[config.mk]
export PLATFORM = sky130hd
export DESIGN_NAME = battleCore
export DESIGN_NICKNAME = d
export VERILOG_FILES = /design/src/logic/battlePkg.sv /design/src/logic/battleControl.sv /design/src/logic/spawnAllocator.sv /design/src/logic/unitSlot.sv /design/src/logic/siegeResolver.sv /design/src/logic/battleCore.sv
export VERILOG_INCLUDE_DIRS = /design/src /design/src/include
export SDC_FILE = /design/constraint.sdc
export NUM_CORES = 1
export LEC_CHECK = 0
export BUFFER_PORTS_ARGS = -buffer_cell sky130_fd_sc_hd__buf_2
export CORE_MARGIN = 1.5
export CORE_UTILIZATION = 50
export CTS_CLUSTER_SIZE = 14
export DETAILED_ROUTE_END_ITERATION = 7
export PLACE_DENSITY_LB_ADDON = 0.05
export SKIP_CTS_REPAIR_TIMING = 1
export SLEW_MARGIN = 20
export SYNTH_ARGS = -nofsm -noshare
export SYNTH_HDL_FRONTEND = slang
export SYNTH_SLANG_ARGS = --single-unit
[constraint.sdc]
create_clock -name ClkPort -period 30.9 [get_ports ClkPort]
set_input_delay 6.18 -clock ClkPort [delete_from_list [all_inputs] [get_ports ClkPort]]
set_output_delay 6.18 -clock ClkPort [all_outputs]
set_load 0.005 [all_outputs]
[src/include/battle_config.svh]
`ifndef BATTLE_CONFIG_SVH
`define BATTLE_CONFIG_SVH

// lane and army sizing
`define SLOT_COUNT 8

// clocks per game tick
`define TICK_PERIOD 64

// ticks of cooldown between spawns
`define SPAWN_COST 100

// enemy tower
`define TOWER_POS 300
`define TOWER_HEALTH 1000
`define TOWER_ATTACK 4

`endif

[src/logic/battlePkg.sv]
`default_nettype none

`include "battle_config.svh"

package battlePkg;

	typedef logic [8:0] posT;
	typedef logic [11:0] healthT;
	typedef logic [`SLOT_COUNT-1:0] slotMaskT;

	// code 3 is never spawned
	typedef enum logic [1:0]
	{
		scout = 2'd0,
		soldier = 2'd1,
		archer = 2'd2
	} unitTypeT;

	typedef struct packed
	{
		posT speed;
		healthT health;
		healthT attack;
		posT range;
	} statsT;

	function automatic statsT unitStats(input unitTypeT kind);
		statsT stats;
		case (kind)
			scout: stats = '{speed: 9'd3, health: 12'd20, attack: 12'd1, range: 9'd0};
			soldier: stats = '{speed: 9'd2, health: 12'd40, attack: 12'd2, range: 9'd10};
			archer: stats = '{speed: 9'd1, health: 12'd15, attack: 12'd3, range: 9'd40};
			default: stats = '0;
		endcase
		return stats;
	endfunction

endpackage

`default_nettype wire

[src/logic/battleControl.sv]
`timescale 1ns/1ps
`default_nettype none

`include "battle_config.svh"

module battleControl
(
	input logic ClkPort,
	input logic Reset,
	input logic pausePress,
	input logic towerDown,
	output logic tick,
	output logic running,
	output logic paused
);

	localparam int divWidth = $clog2(`TICK_PERIOD);
	localparam logic [divWidth-1:0] divLast = divWidth'(`TICK_PERIOD - 1);

	logic [divWidth-1:0] divCount;
	logic wrap;

	assign wrap = (divCount == divLast);

	// the divider keeps counting through a pause
	always_ff @(posedge ClkPort or posedge Reset)
	begin
		if (Reset)
			divCount <= '0;
		else if (wrap)
			divCount <= '0;
		else
			divCount <= divCount + 1'b1;
	end

	always_ff @(posedge ClkPort or posedge Reset)
	begin
		if (Reset)
			paused <= 1'b0;
		else if (pausePress)
			paused <= ~paused;
	end

	assign running = !paused && !towerDown;
	assign tick = wrap && running;

	// game over is final and keeps the tick silent
	assert property (@(posedge ClkPort) disable iff (Reset)
		towerDown |=> (towerDown && !tick));

endmodule

`default_nettype wire

[src/logic/spawnAllocator.sv]
`timescale 1ns/1ps
`default_nettype none

`include "battle_config.svh"

module spawnAllocator
(
	input logic ClkPort,
	input logic Reset,
	input logic tick,
	input logic running,
	input logic spawnPress,
	input battlePkg::slotMaskT aliveMask,
	output battlePkg::slotMaskT spawnGrant,
	output logic ready
);

	import battlePkg::*;

	localparam int coolWidth = $clog2(`SPAWN_COST + 1);
	localparam logic [coolWidth-1:0] coolFull = coolWidth'(`SPAWN_COST);

	logic [coolWidth-1:0] coolCount;
	slotMaskT freeMask;
	slotMaskT lowestFree;
	logic accept;

	assign ready = (coolCount == coolFull);

	// lowest set bit of the free mask
	assign freeMask = ~aliveMask;
	assign lowestFree = freeMask & (~freeMask + slotMaskT'(1));

	assign accept = spawnPress && ready && running && (freeMask != '0);
	assign spawnGrant = accept ? lowestFree : '0;

	always_ff @(posedge ClkPort or posedge Reset)
	begin
		if (Reset)
			coolCount <= '0;
		else if (accept)
			coolCount <= '0;
		else if (tick && !ready)
			coolCount <= coolCount + 1'b1;
	end

	// the granted slot must show up alive after the load edge
	assert property (@(posedge ClkPort) disable iff (Reset)
		$onehot0(spawnGrant) && ((spawnGrant & aliveMask) == '0));
	assert property (@(posedge ClkPort) disable iff (Reset)
		(spawnGrant != '0) |=> ((aliveMask & $past(spawnGrant)) == $past(spawnGrant)));

endmodule

`default_nettype wire

[src/logic/unitSlot.sv]
`timescale 1ns/1ps
`default_nettype none

`include "battle_config.svh"

module unitSlot
(
	input logic ClkPort,
	input logic Reset,
	input logic tick,
	input logic grant,
	input battlePkg::unitTypeT typeSelect,
	input logic hit,
	output logic alive,
	output battlePkg::unitTypeT unitType,
	output battlePkg::posT position,
	output logic engaged
);

	import battlePkg::*;

	localparam posT towerPos = posT'(`TOWER_POS);
	localparam healthT towerAttack = healthT'(`TOWER_ATTACK);

	statsT stats;
	statsT loadStats;
	healthT health;
	posT fireLine;
	logic [9:0] stepped;
	logic dies;

	assign stats = unitStats(unitType);
	assign loadStats = unitStats(typeSelect);

	// firing line sits range short of the tower
	assign fireLine = towerPos - stats.range;
	assign stepped = {1'b0, position} + {1'b0, stats.speed};
	assign engaged = alive && (position >= fireLine);

	assign dies = tick && hit && (health <= towerAttack);

	always_ff @(posedge ClkPort or posedge Reset)
	begin
		if (Reset)
			alive <= 1'b0;
		else if (grant)
			alive <= 1'b1;
		else if (alive && dies)
			alive <= 1'b0;
	end

	always_ff @(posedge ClkPort)
	begin
		if (grant)
		begin
			unitType <= typeSelect;
			position <= '0;
			health <= loadStats.health;
		end
		else if (tick && alive)
		begin
			if (hit)
			begin
				if (dies)
					health <= '0;
				else
					health <= health - towerAttack;
			end
			else if (!engaged)
			begin
				// march, stopping on the firing line
				if (stepped >= {1'b0, fireLine})
					position <= fireLine;
				else
					position <= stepped[8:0];
			end
		end
	end

	// a unit never walks past its own firing line
	assert property (@(posedge ClkPort) disable iff (Reset)
		alive |-> (position <= fireLine) && (position <= towerPos));

endmodule

`default_nettype wire

[src/logic/siegeResolver.sv]
`timescale 1ns/1ps
`default_nettype none

`include "battle_config.svh"

module siegeResolver
(
	input logic ClkPort,
	input logic Reset,
	input logic tick,
	input battlePkg::slotMaskT aliveMask,
	input battlePkg::slotMaskT engagedMask,
	input battlePkg::posT positions [`SLOT_COUNT],
	input battlePkg::unitTypeT unitTypes [`SLOT_COUNT],
	output battlePkg::slotMaskT hitMask,
	output battlePkg::posT frontPos,
	output battlePkg::healthT towerHealth,
	output logic towerDown
);

	import battlePkg::*;

	localparam healthT towerStart = healthT'(`TOWER_HEALTH);

	healthT attackSum;
	slotMaskT target;
	posT targetPos;
	logic found;

	always_comb
	begin
		statsT unitStat;
		attackSum = '0;
		target = '0;
		targetPos = '0;
		found = 1'b0;
		frontPos = '0;
		for (int i = 0; i < `SLOT_COUNT; i++)
		begin
			unitStat = unitStats(unitTypes[i]);
			if (aliveMask[i] && (positions[i] > frontPos))
				frontPos = positions[i];
			if (aliveMask[i] && engagedMask[i])
			begin
				attackSum = attackSum + unitStat.attack;
				// strict compare keeps the lowest index on a tie
				if (!found || (positions[i] > targetPos))
				begin
					target = '0;
					target[i] = 1'b1;
					targetPos = positions[i];
					found = 1'b1;
				end
			end
		end
	end

	assign hitMask = tick ? target : '0;

	always_ff @(posedge ClkPort or posedge Reset)
	begin
		if (Reset)
			towerHealth <= towerStart;
		else if (tick)
		begin
			if (attackSum >= towerHealth)
				towerHealth <= '0;
			else
				towerHealth <= towerHealth - attackSum;
		end
	end

	assign towerDown = (towerHealth == '0);

	// the tower strikes at most once per tick
	assert property (@(posedge ClkPort) disable iff (Reset)
		$onehot0(hitMask) && ((hitMask == '0) || tick));

endmodule

`default_nettype wire

[src/logic/battleCore.sv]
`timescale 1ns/1ps
`default_nettype none

`include "battle_config.svh"

module battleCore
(
	input logic ClkPort,
	input logic Reset,
	input logic pausePress,
	input logic spawnPress,
	input battlePkg::unitTypeT typeSelect,
	output logic tick,
	output logic paused,
	output logic ready,
	output battlePkg::slotMaskT aliveMask,
	output battlePkg::posT frontPos,
	output battlePkg::healthT towerHealth,
	output logic towerDown
);

	import battlePkg::*;

	logic running;
	slotMaskT spawnGrant;
	slotMaskT engagedMask;
	slotMaskT hitMask;
	posT positions [`SLOT_COUNT];
	unitTypeT unitTypes [`SLOT_COUNT];

	battleControl control
	(
		.ClkPort(ClkPort),
		.Reset(Reset),
		.pausePress(pausePress),
		.towerDown(towerDown),
		.tick(tick),
		.running(running),
		.paused(paused)
	);

	spawnAllocator allocator
	(
		.ClkPort(ClkPort),
		.Reset(Reset),
		.tick(tick),
		.running(running),
		.spawnPress(spawnPress),
		.aliveMask(aliveMask),
		.spawnGrant(spawnGrant),
		.ready(ready)
	);

	// one slot per unit, all fed the same tick and type select
	for (genvar i = 0; i < `SLOT_COUNT; i++)
	begin : slotGen
		unitSlot unit
		(
			.ClkPort(ClkPort),
			.Reset(Reset),
			.tick(tick),
			.grant(spawnGrant[i]),
			.typeSelect(typeSelect),
			.hit(hitMask[i]),
			.alive(aliveMask[i]),
			.unitType(unitTypes[i]),
			.position(positions[i]),
			.engaged(engagedMask[i])
		);
	end

	siegeResolver resolver
	(
		.ClkPort(ClkPort),
		.Reset(Reset),
		.tick(tick),
		.aliveMask(aliveMask),
		.engagedMask(engagedMask),
		.positions(positions),
		.unitTypes(unitTypes),
		.hitMask(hitMask),
		.frontPos(frontPos),
		.towerHealth(towerHealth),
		.towerDown(towerDown)
	);

endmodule

`default_nettype wire

* Yosys cells after proc, flatten, opt, wreduce, memory -nomap -nowiden
Index checks and enable logic that the tools add are counted.
** Storage, ports and cells
- Bits of input ports :: 6
- Output and inout port bits :: 33
- Bits in registers :: 218
- Word-level logic and storage cells :: 410
** Operators by class
- Multiplexer cells :: 128
- Eq/ne operators :: 20
- Magnitude comparators :: 40
- $add $sub $neg :: 35
- Bitwise operators :: 20
- Reduce and logical (&&, ||, !) cells :: 131
** Operator list (number)
- $pmux 35 s3 :: 8
- $mux 12 :: 41
- $mux 9 :: 29
- $gt 9x9->1 :: 14
- $mux 8 :: 15
- $le 12x3->1 const B :: 8
- $sub 12x3->12 const B :: 8
- $add 12x12->12 :: 7
- $pmux 27 s3 :: 1
- $ge 10x9->1 :: 8
- $ge 9x9->1 :: 8
- $sub 9x9->9 const A :: 8
- $logic_and 1x1->1 :: 62
- $add 9x9->10 :: 6
- $reduce_bool 2->1 :: 25
- $mux 1 :: 30
- $reduce_and 3->1 :: 8
- $add 9x2->10 :: 2
- $eq 2x1->1 const B :: 9
- $eq 2x2->1 const B :: 9
- $logic_not 2->1 :: 9
- $not 1->1 :: 17
- $not 8->8 :: 2
- $reduce_and 2->1 :: 8
- 16 further kinds :: 32

* Longest topological paths before layout
- Depth after elaboration :: 42
- Gate-level depth with buffers :: 85
- Gate-level depth less buffers :: 78

* Modules after synthesis
A second synthesis with hierarchy kept.
** Unflattened totals
- Cells, all modules :: 2535
- Area, all modules :: 21902.3 µm²
** Modules (own cells, without submodules)
- unitSlot (slotGen[0].unit ...) :: seq. area each 595.6 µm², area each 1690.4 µm², times used 7, cells each 181
- siegeResolver :: seq. area each 307.8 µm², area each 7568.5 µm², times used 1, cells each 999
- unitSlot (slotGen[7].unit) :: seq. area each 595.6 µm², area each 1661.6 µm², times used 1, cells each 181
- spawnAllocator :: seq. area each 175.2 µm², area each 551.8 µm², times used 1, cells each 63
- battleControl :: seq. area each 175.2 µm², area each 287.8 µm², times used 1, cells each 25

* Worst setup path after synthesis
Ideal clock, no wire load.
- Kind :: register to output
- Start point :: reg slotGen[0].unit.alive
- End point :: out frontPos[0]
- Setup slack :: 10.862 ns
- Arrival time :: 13.858 ns
- Data required time :: 24.720 ns
- Stages on the path, launching flop included :: 72
- Path buffers :: 7
- Path through :: dfrtp_1 -> clkbuf_1 -> clkbuf_1 -> nand2_1 -> ha_1 -> nand4_1 -> a21oi_1 -> o311ai_1 -> nand3_1 -> and3_1 -> ha_1 -> nor2b_1 -> o21a_1 -> o21a_1 -> o211ai_1 -> a31o_2 -> clkbuf_1 -> a41oi_1 -> (+36 left out) -> o21a_1 -> o21a_1 -> o21ai_0 -> a21oi_1 -> nor2_1 -> clkbuf_1 -> mux2_2 -> ha_1 -> nor2b_1 -> o21a_1 -> o21a_1 -> o21a_1 -> o21a_1 -> o21a_1 -> o21ai_0 -> a21oi_1 -> nor3_1 -> a221oi_1
** Between the ends
- Word-level cells in the longest chain between the ends :: 23
** RTL lines
- start, declared :: RTL line unitSlot.sv:14 : output logic alive,
- start signal, assigned :: RTL line unitSlot.sv:45 : alive <= 1'b0;
- start signal, assigned :: RTL line unitSlot.sv:47 : alive <= 1'b1;
- start signal, assigned :: RTL line unitSlot.sv:49 : alive <= 1'b0;
- $logic_and 1x1->1 (*) :: RTL line siegeResolver.sv:41 : if (aliveMask[i] && (positions[i] > frontPos))
- $mux 9 (*) :: RTL line siegeResolver.sv:41
- $gt 9x9->1 :: RTL line siegeResolver.sv:41
- $logic_and 1x1->1 :: RTL line siegeResolver.sv:41
- $mux 9 (*) :: RTL line siegeResolver.sv:41
- $gt 9x9->1 :: RTL line siegeResolver.sv:41
- $logic_and 1x1->1 :: RTL line siegeResolver.sv:41
- $mux 9 (*) :: RTL line siegeResolver.sv:41
- (+7 left out)
- $logic_and 1x1->1 :: RTL line siegeResolver.sv:41
- $mux 9 (*) :: RTL line siegeResolver.sv:41
- $gt 9x9->1 :: RTL line siegeResolver.sv:41
- $logic_and 1x1->1 :: RTL line siegeResolver.sv:41
- $mux 9 (*) :: RTL line siegeResolver.sv:41
- $gt 9x9->1 :: RTL line siegeResolver.sv:41
- $logic_and 1x1->1 :: RTL line siegeResolver.sv:41
- $mux 9 (*) :: RTL line siegeResolver.sv:41
- end, declared :: RTL line battleCore.sv:17 : output battlePkg::posT frontPos,
Mark *: on every way between the ends. The rest lies on a longest branch, timed or not.

* Final worst setup path
- Start point :: reg slotGen[0].unit.alive
- End point :: out frontPos[1]
The elaborated chain is that of the path after synthesis.

==> flow_metrics.tcl <==
set metrics [dict create \
    avgRoutedWirePerCell_um 19.5 \
    synth_mux_area_share_pct 3.21 \
    initial_core_util_pct 50.7 \
    dieArea_um2 42800 \
    nets 2800 \
    r2r-end "slotGen[1].unit.health[6]$_SDFFCE_PP0P_" \
    root_buffer "clkbuf_16" \
    cpPeakStageDelay_ns 0.75 \
    cp.depth 69 \
    wirelength_mm 59.1 \
    slew_headroom_pct 29.1 \
    fp.dieW_um 207 \
    drive_above_1_share_pct 7.07 \
    cp-start-kind "flop" \
    worstSkewPairLatency_ns 0.58 \
    synth_fa_ha_area_share_pct 19.4 \
    die_h_um 207 \
    ir_worst_vdd_v 0.0000407 \
    cap_violations 0 \
    drv_slew 0 \
    endpoint "frontPos[1]" \
    cp.required_ns 24.72 \
    cts_tree "built" \
    clock_skew_ns 0.0286 \
    finalCritPeriodShare_pct 70.8 \
    dr.pass1.iters 7 \
    cp_slowest_cell "o31a_1" \
    critPathKind "flop to output pin" \
    worstPathArrival_ns 15.71 \
    synth.distinct_cells 90 \
    cts.clk_slew.worst_paths_ns 0.06 \
    r2r_slack_ns 11.65 \
    power_density_nw_per_um2 28.0 \
    worstReg2RegStart "slotGen[0].unit.unitType[1]$_DFFE_PP_" \
    dp.cells 2985 \
    leakage_nw 10.1 \
    max_freq_mhz 45.7 \
    grt_max_degree 35 \
    wl_met3_mm 2.69 \
    cts_sinks 210 \
    drtIter0Drc 1238 \
    drt.antenna.violating_nets 0 \
    grt_use_total_pct 27.7 \
    antenna_found_initial 0 \
    grt_pass1_wl_mm 94.1 \
    fin_crit_ns 21.89 \
    hpwl_mm 45.3 \
    avgViaCountPerCell 6.06 \
    cts_htree_levels 1 \
    status "finished clean" \
    worst_pin_slew_ns 1.06 \
    dr_total_vias 18400 \
    grt_overflow 0 \
    synth_area_um2 20800 \
    cts.path.max_buffers 3 \
    worst-path-buf-inv 7 \
    gp_routability_congestion 0.923 \
    synth_warnings 0 \
    crit_family "compound AO/OA/AOI/OAI gates" \
    yosysSeqAreaShare_pct 26.1 \
    synth_compound_area_share_pct 19.9 \
    synth_top_family_by_area "simple AND/OR/NAND/NOR gates" \
    synth_edf_count 104 \
    wl_met1_mm 26.5 \
    synth-simple-area-share_pct 20.6 \
    cpMostUsedCell "o21a_1" \
    antenna_cells 0 \
    ys.flop_type "edfxtp_1" \
    fin_cells 3035 \
    wl_met2_mm 27.7 \
    hp-class "flop to flop" \
    cts_buffers 27 \
    drc 0 \
    avgSynthCellArea_um2 8.30 \
    fillers 3894 \
    synthXorXnorAreaFrac_pct 5.21 \
    p_total_mw 0.624 \
    endpoint_kind "output pin" \
    rsz0062_at_grt "no" \
    portBuffers 38 \
    async_reset_ff_share_pct 16.2 \
    rows 74 \
    setup_viol 0 \
    timing.hold.ws_ns 0.477 \
    floorplan.core_area_um2 40900 \
    hold_viol 0 \
    setup_tns_ns 0 \
    grt_pass1_vias 17600 \
    r2r_cells 75 \
    io_pins 39 \
    ys_seq_elements 210 \
    top_layer_used "met4" \
    area_delta_synth_final_pct 7.31 \
    syn_inst 2500 \
    cp-startpoint "slotGen[0].unit.alive$_DFFE_PP0P_" \
    path_max_fanout 27 \
]
-- logic make-up (layout without fill, tap and decap cells) --
kind of cell,count (synthesis),in the layout
flip-flops,210,210
other,1,2
AND/OR/NAND/NOR,895,895
adder cells (fa/ha/maj),313,313
XOR/XNOR,121,121
AO/OA/AOI/OAI,602,602
buffers and inverters,295,297
multiplexers,63,63
-- worst register-to-register path, delay by kind of cell, from the launching register on --
kind            cells  cell delay (ns)
simple gates       18             5.00
mux                 1             0.35
buf+inv             3             0.60
flops               1             0.41
compound gates     45            10.13
fa+ha+maj           8             2.38
-- registers in the layout, summed over array words and instances, names as in the netlist --
signal,flops
slotGen.unit.alive,8
control.paused,1
slotGen.unit.position,72
allocator.coolCount,7
slotGen.unit.health,88
control.divCount,6
resolver.towerHealth,12
slotGen.unit.unitType,16
-- synthesized netlist by cell type, types with 9 or more instances --
cell	count	area, µm²
edfxtp_1	104	3120
o31ai_1	32	240
a31oi_1	28	175
nand3_1	78	390
a21boi_0	25	188
and3_1	28	175
nand4_1	30	188
and2_1	26	163
dfxtp_1	72	1440
a22o_1	10	87.6
ha_1	296	3700
xnor2_1	76	666
o2111ai_1	11	96.3
nor3_1	86	430
a311oi_1	13	114
mux2i_1	35	350
nor2b_1	31	194
nor2_1	300	1130
or4_1	11	82.6
o21ai_0	97	485
a211oi_1	31	233
nand2_1	180	676
a21o_1	31	233
fa_1	16	320
dfrtp_1	28	701
a22oi_1	9	67.6
xor2_1	43	377
o22ai_1	9	56.3
a21oi_1	133	666
or3_1	12	75.1
nor4_1	37	231
mux2_2	28	315
o211ai_1	20	150
inv_1	179	672
a41oi_1	11	96.3
o21a_1	46	345
a221oi_1	11	96.3
nand2b_1	38	238
clkbuf_1	88	330
buf_1	10	37.5
-- metrics by stage --
| step | area, µm² | util (%) | worst slack, ns |
|---|---|---|---|
| final | 22300 | 54.4 | 9.01 |
| after global routing | 22300 | 54.4 | 7.75 |
| after CTS | 22300 | 54.4 | 9.18 |
| after detailed placement | 21400 | 52.3 | 9.85 |
| after global placement | 21400 | 52.2 | 9.74 |
| after floorplan | 20800 | - | 10.86 |
-- placed cells by master (no fill, tap or decap), types with 32 or more instances in the layout --
master      n
nor4_1     37
buf_2      38
xnor2_1    76
o21ai_0    95
nand2_1   180
nor3_1     82
xor2_1     43
nor2_1    300
mux2i_1    35
nand2b_1   38
a21oi_1   132
o31ai_1    32
inv_1     179
dfxtp_1    72
edfxtp_1  104
ha_1      296
o21a_1     46
nand3_1    78
-- layout make-up --
type                            instances  area [µm²]  share of cell area, %
Multi-Input combinational cell       1996       14200                   63.9
Inverter                              182         683                   3.07
Timing Repair Buffer                   65         393                   1.76
Sequential cell                       210        5420                   24.3
Clock inverter                         15         171                  0.769
Clock buffer                           35         716                   3.21
Tap cell                              532         666                   2.99
-- where the power goes --
| group | internal, mW | switching [mW] | leakage, nW |
|---|---|---|---|
| Sequential | 0.292 | 0.000898 | 2.06 |
| Clock | 0.189 | 0.132 | 0.425 |
| Combinational | 0.00258 | 0.00713 | 7.60 |
| Total | 0.483 | 0.140 | 10.1 |
-- worst min path at each step --
stage / slack, ns / depth (start not counted) / end / startpoint
floorplan: 0.44 / 1 / control.divCount[5]$_DFF_PP0_ / control.divCount[5]$_DFF_PP0_
global placement: 0.47 / 1 / control.divCount[4]$_DFF_PP0_ / control.divCount[4]$_DFF_PP0_
detailed placement: 0.46 / 1 / control.divCount[4]$_DFF_PP0_ / control.divCount[4]$_DFF_PP0_
CTS: 0.48 / 1 / control.divCount[5]$_DFF_PP0_ / control.divCount[5]$_DFF_PP0_
global route: 0.50 / 1 / control.divCount[4]$_DFF_PP0_ / control.divCount[4]$_DFF_PP0_
finish: 0.48 / 1 / control.divCount[5]$_DFF_PP0_ / control.divCount[5]$_DFF_PP0_
-- metal layers --
layer / vias up / global-route usage, %
met4: 0 / 10.9
met3: 117 / 2.50
met1: 8781 / 36.5
met2: 468 / 47.0
li1: 9041 / -
met5: - / 0
(Power assumes the default switching activity.)
